`src/common/l2_sim_params.svh`:
```
/*
 * latencies must be at least 1 and the queue depth a power of two
 * the UART word address must lie outside the memory range
 */
`ifndef L2_SIM_PARAMS_SVH
`define L2_SIM_PARAMS_SVH

// requester side
`define L2_SIM_NUM_PORTS 2
`define L2_SIM_SUB_ID_W 2
`define L2_SIM_REQ_DEPTH 4

// memory model, word count must be a power of two
`define L2_SIM_MEM_WORDS 256

// cycles from acceptance to rvalid / bvalid, minus one
`define L2_SIM_READ_LATENCY 5
`define L2_SIM_WRITE_LATENCY 5

// console word address
`define L2_SIM_UART_ADDR 30'h400

`endif

```
`src/common/l2_sim_pkg.sv`:
```
/*
 * shared request and state types
 * addresses are 30-bit word addresses, no bursts, no atomics
 */
`include "l2_sim_params.svh"

package l2_sim_pkg;

    ////////////////////
    // request types

    typedef enum logic {
        L2_READ,
        L2_WRITE
    } l2_op_t;

    typedef logic [`L2_SIM_SUB_ID_W-1:0] l2_sub_id_t;
    typedef logic [$clog2(`L2_SIM_NUM_PORTS)-1:0] l2_port_t;

    // one queued request, write data travels with it
    typedef struct packed {
        l2_op_t     op;
        logic [29:0] addr;
        logic [3:0] be;
        logic [31:0] wr_data;
        l2_sub_id_t sub_id;
        // stamped by the arbiter
        l2_port_t   port;
    } l2_request_t;

    ////////////////////
    // state machines

    typedef enum logic [1:0] {
        BR_IDLE,
        BR_READ,
        BR_WRITE,
        BR_RETURN
    } bridge_state_t;

    typedef enum logic [1:0] {
        MEM_IDLE,
        MEM_WAIT,
        MEM_RESPOND
    } mem_state_t;

endpackage

```
`src/common/l2_axi_if.sv`:
```
/*
 * single-beat AXI-lite style channels, byte addresses
 * no ids, no response codes, aw and w are issued together
 */
`timescale 1ns/100ps

interface l2_axi_if;

    // read address and data
    logic [31:0] araddr;
    logic        arvalid;
    logic        arready;
    logic [31:0] rdata;
    logic        rvalid;
    logic        rready;

    // write address and data
    logic [31:0] awaddr;
    logic        awvalid;
    logic        awready;
    logic [31:0] wdata;
    logic [3:0]  wstrb;
    logic        wvalid;
    logic        wready;

    // write response
    logic        bvalid;
    logic        bready;

    modport master (
        output araddr, arvalid, rready,
        output awaddr, awvalid, wdata, wstrb, wvalid, bready,
        input  arready, rdata, rvalid, awready, wready, bvalid
    );

    modport slave (
        input  araddr, arvalid, rready,
        input  awaddr, awvalid, wdata, wstrb, wvalid, bready,
        output arready, rdata, rvalid, awready, wready, bvalid
    );

endinterface

```
`src/rtl/l2_axi_bridge.sv`:
```
/*
 * one request in flight, reads block until rd_data_ack
 * writes are posted, b is consumed here and not reported
 */
`timescale 1ns/100ps
`include "l2_sim_params.svh"

module l2_axi_bridge (
    input  logic clk,
    input  logic rst,
    input  l2_sim_pkg::l2_request_t in_req,
    input  logic in_valid,
    output logic in_ready,
    l2_axi_if.master axi,
    output logic [31:0] rd_data,
    output l2_sim_pkg::l2_sub_id_t rd_sub_id,
    output l2_sim_pkg::l2_port_t rd_port,
    output logic rd_data_valid,
    input  logic rd_data_ack
);
    import l2_sim_pkg::*;

    bridge_state_t state;
    l2_request_t   cur_req;
    logic [31:0]   rd_data_q;
    logic          arvalid_q;
    logic          awvalid_q;
    logic          take;

    assign in_ready = (state == BR_IDLE);
    assign take     = in_valid && in_ready;

    ////////////////////
    // channel drive
    assign axi.araddr  = {cur_req.addr, 2'b00};
    assign axi.arvalid = arvalid_q;
    // no read data accepted once returning
    assign axi.rready  = (state == BR_READ);

    // aw and w always move together
    assign axi.awaddr  = {cur_req.addr, 2'b00};
    assign axi.awvalid = awvalid_q;
    assign axi.wdata   = cur_req.wr_data;
    assign axi.wstrb   = cur_req.be;
    assign axi.wvalid  = awvalid_q;
    assign axi.bready  = (state == BR_WRITE);

    always_ff @(posedge clk) begin
        if (rst) begin
            state     <= BR_IDLE;
            arvalid_q <= 1'b0;
            awvalid_q <= 1'b0;
        end else begin
            case (state)
                BR_IDLE: begin
                    if (take && in_req.op == L2_READ) begin
                        state     <= BR_READ;
                        arvalid_q <= 1'b1;
                    end else if (take) begin
                        state     <= BR_WRITE;
                        awvalid_q <= 1'b1;
                    end
                end
                BR_READ: begin
                    if (axi.arready) begin
                        arvalid_q <= 1'b0;
                    end
                    if (axi.rvalid) begin
                        state <= BR_RETURN;
                    end
                end
                BR_WRITE: begin
                    // memory takes aw and w in one cycle
                    if (axi.awready && axi.wready) begin
                        awvalid_q <= 1'b0;
                    end
                    if (axi.bvalid) begin
                        state <= BR_IDLE;
                    end
                end
                BR_RETURN: begin
                    // hold until the requester takes it, no timeout
                    if (rd_data_ack) begin
                        state <= BR_IDLE;
                    end
                end
                default: state <= BR_IDLE;
            endcase
        end
    end

    // payload capture
    always_ff @(posedge clk) begin
        if (take) begin
            cur_req <= in_req;
        end
        if (axi.rvalid && axi.rready) begin
            rd_data_q <= axi.rdata;
        end
    end

    ////////////////////
    // return port
    assign rd_data       = rd_data_q;
    assign rd_sub_id     = cur_req.sub_id;
    assign rd_port       = cur_req.port;
    assign rd_data_valid = (state == BR_RETURN);

    // memory must never answer a read we did not issue
    rvalid_in_read : assert property (
        @(posedge clk) disable iff (rst) axi.rvalid |-> state == BR_READ
    ) else $error("rvalid seen outside BR_READ");

endmodule

```
`src/flat_wrapper.sv`:
```
// flat-port wrapper written by rule: the top's interface ports become plain ports
module l2_axi_bridge_flat import l2_sim_pkg::*;
  (clk, rst, in_req, in_valid, in_ready, rd_data, rd_sub_id, rd_port, rd_data_valid, rd_data_ack, axi_araddr, axi_arvalid, axi_rready, axi_awaddr, axi_awvalid, axi_wdata, axi_wstrb, axi_wvalid, axi_bready, axi_arready, axi_rdata, axi_rvalid, axi_awready, axi_wready, axi_bvalid);
  l2_axi_if axi_i ();
  input  logic clk;
  input  logic rst;
  input  l2_sim_pkg::l2_request_t in_req;
  input  logic in_valid;
  output logic in_ready;
  output logic [31:0] rd_data;
  output l2_sim_pkg::l2_sub_id_t rd_sub_id;
  output l2_sim_pkg::l2_port_t rd_port;
  output logic rd_data_valid;
  input  logic rd_data_ack;
  output wire logic [$bits(axi_i.araddr)-1:0] axi_araddr;
  output wire logic [$bits(axi_i.arvalid)-1:0] axi_arvalid;
  output wire logic [$bits(axi_i.rready)-1:0] axi_rready;
  output wire logic [$bits(axi_i.awaddr)-1:0] axi_awaddr;
  output wire logic [$bits(axi_i.awvalid)-1:0] axi_awvalid;
  output wire logic [$bits(axi_i.wdata)-1:0] axi_wdata;
  output wire logic [$bits(axi_i.wstrb)-1:0] axi_wstrb;
  output wire logic [$bits(axi_i.wvalid)-1:0] axi_wvalid;
  output wire logic [$bits(axi_i.bready)-1:0] axi_bready;
  input wire logic [$bits(axi_i.arready)-1:0] axi_arready;
  input wire logic [$bits(axi_i.rdata)-1:0] axi_rdata;
  input wire logic [$bits(axi_i.rvalid)-1:0] axi_rvalid;
  input wire logic [$bits(axi_i.awready)-1:0] axi_awready;
  input wire logic [$bits(axi_i.wready)-1:0] axi_wready;
  input wire logic [$bits(axi_i.bvalid)-1:0] axi_bvalid;
  assign axi_araddr = axi_i.araddr;
  assign axi_arvalid = axi_i.arvalid;
  assign axi_rready = axi_i.rready;
  assign axi_awaddr = axi_i.awaddr;
  assign axi_awvalid = axi_i.awvalid;
  assign axi_wdata = axi_i.wdata;
  assign axi_wstrb = axi_i.wstrb;
  assign axi_wvalid = axi_i.wvalid;
  assign axi_bready = axi_i.bready;
  assign axi_i.arready = axi_arready;
  assign axi_i.rdata = axi_rdata;
  assign axi_i.rvalid = axi_rvalid;
  assign axi_i.awready = axi_awready;
  assign axi_i.wready = axi_wready;
  assign axi_i.bvalid = axi_bvalid;
  l2_axi_bridge u_core (.clk(clk), .rst(rst), .in_req(in_req), .in_valid(in_valid), .in_ready(in_ready), .axi(axi_i), .rd_data(rd_data), .rd_sub_id(rd_sub_id), .rd_port(rd_port), .rd_data_valid(rd_data_valid), .rd_data_ack(rd_data_ack));
endmodule
```
`config.mk`:
```
export PLATFORM = sky130hd
export DESIGN_NAME = l2_axi_bridge_flat
export DESIGN_NICKNAME = d
export VERILOG_FILES = /design/src/common/l2_sim_pkg.sv /design/src/common/l2_axi_if.sv /design/src/rtl/l2_axi_bridge.sv /design/src/flat_wrapper.sv
export VERILOG_INCLUDE_DIRS = /design/src /design/src/common
export SDC_FILE = /design/constraint.sdc
export NUM_CORES = 1
export LEC_CHECK = 0
export ABC_AREA = 1
export ABC_CLOCK_PERIOD_IN_PS = 2700
export BUFFER_PORTS_ARGS = -buffer_cell sky130_fd_sc_hd__buf_2
export CORE_MARGIN = 10
export CORE_UTILIZATION = 32
export DETAILED_ROUTE_END_ITERATION = 8
export HOLD_SLACK_MARGIN = 0.15
export PLACE_DENSITY_LB_ADDON = 0.08
export SYNTH_ARGS = -nofsm -noshare
export SYNTH_HDL_FRONTEND = slang
export SYNTH_SLANG_ARGS = --single-unit
```
`constraint.sdc`:
```
create_clock -name clk -period 2.7 [get_ports clk]
set_input_delay 0.135 -clock clk [delete_from_list [all_inputs] [get_ports clk]]
set_output_delay 0.135 -clock clk [all_outputs]
set_load 0.005 [all_outputs]
```
==> results.txt, run 1 <==
* Post-CTS setup buffers: 0
- Final-layout fill cell count: 913
* Global-route wire length before repair: between 15000 and 20000 µm
* Reg2Reg Setup Slack: around 1.0 ns
- Distinct cell type count of the synthesized netlist: 14
* Worst EP required: between 2 and 3 ns
* Final critical delay including setup and external delays: roughly 1.7 ns
- Buffers inserted during clock tree synthesis total 9.
- Routability Congestion: 0.8180
* Area growth from synthesis to layout: 68.95%
- Antenna violation net count after detailed routing: 0
- Start point of the critical path: u_core.state[1]$_SDFFE_PP0P_
- The routed design uses ~1000 µm of met3 wire.
- Die footprint: 0.01580 mm²
* Critical path capture point: u_core.rd_data[26]$_DFFE_PP_
- Sequential share of the synthesized area: around 87%
- The die is 125.7 µm tall.
- The first detailed-routing pass ran for 4 iterations.
* Routed wirelength normalized by instance count: between 15 and 20 µm
- TritonCTS built the clock tree.
- For this run, the total global-route usage over all layers was measured as between 10% and 20%.
* Non-filler instance count after layout: ~670
* Pins Over Slew Limit: 0
* Final layout net count: 630
- Peak VDD IR: approximately 0.33 mV
* Synthesized-area fraction occupied by ao, oa, aoi and oai cells: 0.5600%
* Via count of the first global-routing pass: around 3000
* Clock slew seen by the registers of the worst setup and hold paths: approximately 0.10 ns
* Initial Util: around a third
- The core region is between 0.01 and 0.015 mm².
- The number of cells on the worst reg-to-reg path is 4.
* Detailed route wirelength on metal2: roughly 6300 µm
- Endpoint of the lowest-slack register-to-register path: u_core.rd_data[26]$_DFFE_PP_
- The detailed router used layers up to and including met4.
- Worst flop-to-flop path startpoint: u_core.state[1]$_SDFFE_PP0P_
* Multiplexer fraction of the synthesized cell area: 0%
- In this run the tool buffered the top-level ports with around 250 buffer cells.
- The clock passes through at most 2 buffers.
- Antenna violations before repair: 1
* Total clock sinks: 105
* Average cell area after synthesis: 19.22 µm²
* Aggregate negative setup slack: 0 ns
- Via total after detailed routing: between 2000 and 3000
- Initial detailed-routing violation count: about 140
- In the final layout, the share of cells above drive strength 1 is roughly 52%.
- Counting flops and latches in the post-synthesis netlist gives 105.
* Timing-limited maximum frequency: about 600 MHz
* Critical path peak fanout: 26
* Pin slew with the least headroom to its limit: ~0.52 ns
- Yosys printed 0 warnings.
- Unrepaired setup endpoints after global routing: no
- Boundary Pins: 253
- Between clock sinks in the finished design, the worst skew comes to 0.005966 ns.
* Hold-critical path depth: 6
- The tool flagged a number of max-cap violations equal to 0.
* Kind of path behind the tightest hold check: input port to flop
* Worst-Skew Late Latency: approximately 0.35 ns
* Category of the critical setup timing path: flop to flop
- Synth Area in Adders: 0%
- Data arrival time of the critical path: 1.68 ns
- Remaining global-route overflow: 0
- The synthesized netlist devotes 0% of its cell area to XOR and XNOR gates.
* Final wirelength: 11670 µm
- In this run the tightest slew margin relative to its limit is 65.55%.
- Crit start category: flop
* Met1 routed wirelength after detailed routing: around 4000 µm
- Largest net degree at the start of global routing: 44
- Status: complete, no violations
* Lkg Pwr: around 2.7 nW
- Once placement completed, the tool counted placed cells totaling about 550.
- After detailed routing, the number of remaining DRC violations is 0.
* Post-synth design cell area: 0.003575 mm²
- Clock tree synthesis selected as its root buffer the cell clkbuf_8.
* Instance count of the mapped netlist: 186
- Routed vias/inst: ~4
- The die is approximately 130 µm wide.
* Simple-gate share of the synthesized area: under 10%
* Final hold violations: 0
- Number of levels the H-tree was split into: 3
- The worst setup path is captured at a flop.
- The floorplan has 38 rows.
- Setup violations remaining at the end of the flow were counted as 0.
- For this design the ratio of total power to cell area is between 700 and 800 mW/mm².
- Half-perimeter wire length after placement: approximately 9000 µm
* Dominant combinational cell family by area after synthesis: buffers and inverters
- Crit share post-route: between 60 and 70%
==> layout make-up <==
type                    count  area (µm²)  area share (%)
clock buffers               9       123.9           2.051
inverters                  14       52.55          0.8701
diodes                      1       2.502         0.04143
clock inverters             7       117.6           1.947
flip-flops and latches    105        3113           51.54
repair buffers            354        2295           37.99
well taps                 140       175.2           2.900
multi-input cells          35       160.2           2.652
==> critical path: stages (launching register included) <==
cell and delay, ns:
dfxtp_1 0.38, inv_1 0.11, nand2_1 0.12, nor2_2 0.31
buf_4 0.41
==> flip-flops by register name (all words and copies together) (netlist names) <==
register	flops
u_core.state	2
u_core.rd_port	1
u_core.axi.araddr	30
u_core.axi.awvalid	1
u_core.rd_data	32
u_core.rd_sub_id	2
u_core.axi.wstrb	4
u_core.axi.wdata	32
u_core.axi.arvalid	1
==> power by group <==
group          leakage (nW)  internal, mW  total (mW)  switching, mW
sequential            0.977          2.21        2.33          0.120
clock                 0.114         0.616        1.14          0.525
combinational          1.59         0.477        1.05          0.570
==> layout by cell type, fill, tap and decap left out <==
cell	instances
buf_2	248
dlygate4sd3_1	103
edfxtp_1	101
nand2_1	13
inv_1	12
clkbuf_8	9
nand3_1	4
nor2_1	4
conb_1	4
dfxtp_1	4
nor2_2	3
a21oi_1	3
bufinv_16	3
buf_4	3
inv_2	2
nand2_2	2
clkinvlp_4	2
diode_2	1
nand3_2	1
o21ai_0	1
clkinv_1	1
inv_6	1
==> per-layer routing <==
metal / vias to the layer above / global-route usage, %
met2: 138 / 25.91
met4: 0 / 6.572
met3: 14 / 5.159
li1: 1286 / -
met1: 1218 / 14.22
met5: - / 0
==> worst min path at each step <==
| stage | to | slack (ns) | from |
|---|---|---|---|
| CTS | u_core.axi.awvalid$_SDFFE_PP0P_ | 0.16 | axi_wready |
| finish | u_core.axi.awvalid$_SDFFE_PP0P_ | 0.17 | axi_wready |
| global route | u_core.state[0]$_SDFFE_PP0P_ | 0.19 | in_valid |
| global placement | u_core.axi.arvalid$_SDFFE_PP0P_ | 0.31 | rst |
| detailed placement | u_core.rd_data[17]$_DFFE_PP_ | 0.31 | axi_rdata[17] |
| floorplan | u_core.axi.arvalid$_SDFFE_PP0P_ | 0.20 | rst |
==> cells in the mapped netlist <==
cell	count	share of area (%)
nand2_1	13	1.4
nand3_1	4	0.56
inv_1	13	1.4
nand3_2	1	0.28
nor2_2	2	0.35
conb_1	1	0.10
nor2_1	5	0.53
o21ai_0	1	0.14
buf_4	35	7.4
nand2_2	2	0.35
edfxtp_1	101	85
inv_2	1	0.10
a21oi_1	3	0.42
dfxtp_1	4	2.2
==> cell families (layout without fill, tap and decap cells) <==
group,count (synthesis),after routing
compound gates,4,4
simple gates,27,27
other cells,1,5
buf+inv,49,384
flops,105,105
==> through the flow <==
step           total power, mW  cell area [µm²]  setup WS, ns  util [%]  hold WS, ns
3_5_place_dp             3.320             4765         1.043     43.76       0.3132
6_report                 4.514             6040         1.047     55.47       0.1734
4_1_cts                  4.598             6037         1.032     55.45       0.1556
2_1_floorplan            2.827             3586        0.2733         -       0.2041
3_3_place_gp             3.314             4765         1.113     43.76       0.3092
5_1_grt                  4.781             6040        0.8901     55.47       0.1902
==> what timing repair did <==
| item | 4_1_cts | 5_1_grt |
|---|---|---|
| endpoints found under the hold margin | 105 | 0 |
| resized for setup | 0 | 0 |
| hold buffers | 103 | 0 |
(Power assumes the default switching activity.)
==> run 2, diff against run 1 <==
- ABC_CLOCK_PERIOD_IN_PS: 2700 -> 1300
- clock period: 2.7 -> 1.3 ns (I/O delays scaled with it)
==> results.txt, run 2 (synthesis results as in run 1) <==
* Status: complete, no violations (unchanged)
- Crit-path most repeated cell: buf_12
* Ratio of cells with drive above 1 in the final layout: 52.90% (was 52.29%)
- The clock tree root driver cell is clkbuf_8 (unchanged).
* Iteration count of the initial detailed-routing pass: 4 (unchanged)
- Area growth from synthesis to layout: 74.59% (was 68.95%)
* Boundary Pins: 253 (unchanged)
- The wire length per cell was 17.18 µm (was 17.55 µm).
* Unrepaired setup endpoints after global routing: no (unchanged)
- Half-perimeter wire length after placement: 8894 µm (was 9015 µm)
- The routed wire length came to 11620 µm (was 11670 µm).
- The count of final hold-check violations is 0 (unchanged).
- Clock buffer count from CTS: 9 (unchanged)
* Total Power Consumption: 9.626 mW (was 4.514 mW)
- Lkg Pwr: 2.751 nW (was 2.683 nW)
- The chip width was 125.7 µm (unchanged).
* Routability Congestion: 0.7608 (was 0.8180)
- The class of the most critical hold timing path is input port to flop (unchanged).
* Largest net degree at the start of global routing: 33 (was 44)
- The first-pass GRT wire length is 17400 µm (was 17460 µm).
- The maximum fanout count along the critical path was 19 (was 26).
* Worst-Skew Late Latency: 0.36 ns (was 0.35 ns)
- The CTS tree was yes (unchanged).
* GRT Util Overall: 14.02% (was 14.27%)
- The clock-pin transition on the worst setup and hold timing paths was 0.09 ns (was 0.10 ns).
- The total number of vias was 2741 (was 2656).
* Cell class contributing the biggest share of worst-path delay: flip-flops (was buffers and inverters)
- Category of the critical setup timing path: flop to flop (unchanged)
- Max_cap viols: 0 (unchanged)
- Largest incremental delay on the critical path: 0.38 ns (was 0.41 ns)
* Crit start category: flop (unchanged)
- Die Y-Extent: 125.7 µm (unchanged)
- The arrival time at the worst endpoint is 1.32 ns (was 1.68 ns).
- The critical path data required time was 1.37 ns (was 2.72 ns).
- The via count of the first global-routing pass is 3113 (was 2995).
- The number of setup violations in the final report is 0 (unchanged).
- Die footprint: 0.01580 mm² (unchanged)
- Core Box Area: 0.01089 mm² (unchanged)
- The effective utilization at floorplan came to 32.83% (unchanged).
- The final cell count without fillers is 676 (was 665).
- Timing-limited maximum frequency: 802.9 MHz (was 605.1 MHz)
- Final-layout fill cell count: 915 (was 913)
- Crit share post-route: 95.80% (was 61.21%)
- The number of antenna violations at the first check in global routing was 1 (unchanged).
- The most common cell after layout, fill and taps aside is buf_2 (unchanged).
- Number of instances in the placed design: 548 (was 545)
* Total clock sinks: 105 (unchanged)
- Top library cells by usage in the layout, fill and taps aside: buf_2, dlygate4sd3_1, edfxtp_1, inv_1, nand2_1 (was buf_2, dlygate4sd3_1, edfxtp_1, nand2_1, inv_1)
* Worst Clk Skew: 0.008539 ns (was 0.005966 ns)
- Standard-cell row count: 38 (unchanged)
* Buf/Inv on CP: 3 (was 2)
* DRC Markers: 0 (unchanged)
* Area taken by multi-input logic gates: 175.2 µm² (was 160.2 µm²)
- The final antenna-violating net count came to 0 (unchanged).
- Final layout net count: 641 (was 630)
- Category of the worst setup path capture point: flop (unchanged)
- Number of levels the H-tree was split into: 3 (unchanged)
- Number of port buffers: 248 (unchanged)
- The count of final max-slew check failures is 0 (unchanged).
- The first-iteration detailed-routing DRC count came to 113 (was 141).
- Remaining global-route overflow: 0 (unchanged)
- Cell with the largest stage delay on the worst path: dfxtp_4 (was buf_4)
* Power per Cell Area: 1542 mW/mm² (was 747.4 mW/mm²)
- The shortest period the worst path allows came to 1.245 ns (was 1.653 ns).
- The maximum buffer depth of the clock tree was 2 (unchanged).
* Register area: 0.003120 mm² (was 0.003113 mm²)
- Cell-by-cell listing of the critical path: nor2_4 > nand2_2 > clkinvlp_4 > buf_12 > buf_12 (was inv_1 > nand2_1 > nor2_2 > buf_4).
- Peak VDD IR: 0.7820 mV (was 0.3280 mV)
- The vias per cell was 4.055 (was 3.994).
-- run 2: changes by cell type in the layout (fill, tap and decap cells not counted), sizes merged --
cell / change
inv: -2
clkinvlp: +1
dlygate4sd3: +5
buf: +4
clkbuf: +4
bufinv: -1
-- run 2: area by class of cell --
type / count / share of cell area [%]
Antenna cell: 1 / 0.04010
Clock inverter: 5 / 1.283
Clock buffer: 11 / 2.105
Inverter: 14 / 0.9022
Timing Repair Buffer: 365 / 40.06
Tap cell: 140 / 2.807
Multi-Input combinational cell: 35 / 2.807
Sequential cell: 105 / 50.00
-- run 2: path summary, 6_finish.rpt --
check                             startpoint                               to  slack (ns)  cells after the start
max             u_core.state[0]$_SDFFE_PP0P_   u_core.axi.wdata[13]$_DFFE_PP_        0.05                      5
min                              rd_data_ack     u_core.state[1]$_SDFFE_PP0P_        0.19                      7
min reg2reg  u_core.axi.arvalid$_SDFFE_PP0P_  u_core.axi.arvalid$_SDFFE_PP0P_        0.46                      2
max reg2reg     u_core.state[0]$_SDFFE_PP0P_   u_core.axi.wdata[13]$_DFFE_PP_        0.05                      5
-- run 2: through the flow --
stage | instance area, µm² | hold WS (ns) | TNS, ns | utilization, % | setup slack, ns
after floorplan | 3612 | 0.1341 | -44.79 | - | -0.5823
after global placement | 4873 | 0.2423 | 0 | 44.76 | 0.06173
final | 6241 | 0.1852 | 0 | 57.32 | 0.05455
after global routing | 6241 | 0.2288 | 0 | 57.32 | 0.009058
after CTS | 6166 | 0.1613 | 0 | 56.63 | 0.03667
after detailed placement | 4873 | 0.2432 | 0 | 44.76 | 0.06050
-- run 2: tightest hold or removal path: cells and delay by family --
kind                   cells  cell delay [ns]
AND/OR/NAND/NOR            5             0.30
buffers and inverters      2             0.15
-- run 2: where the power goes --
| group | switching, mW | internal (mW) | total [mW] |
|---|---|---|---|
| Clock | 1.04 | 1.08 | 2.12 |
| Sequential | 0.266 | 4.59 | 4.86 |
| Combinational | 1.29 | 1.36 | 2.64 |
| Total | 2.59 | 7.03 | 9.63 |
-- run 2: per-layer routing --
layer | global-route usage, % | share of wire (%) | vias to the layer above
li1 | - | - | 1309
met1 | 13.12 | 34 | 1275
met2 | 26.30 | 54 | 137
met3 | 5.411 | 8.8 | 20
met4 | 6.233 | 2.8 | 0
met5 | 0 | 0 | -
-- run 2: repair_timing --
item | 4_1_cts | 5_1_grt
setup buffers | 0 | 1
setup endpoints to repair | 0 | 53
hold buffers | 108 | 0
hold endpoints to repair | 105 | 0
gates resized for setup | 0 | 1
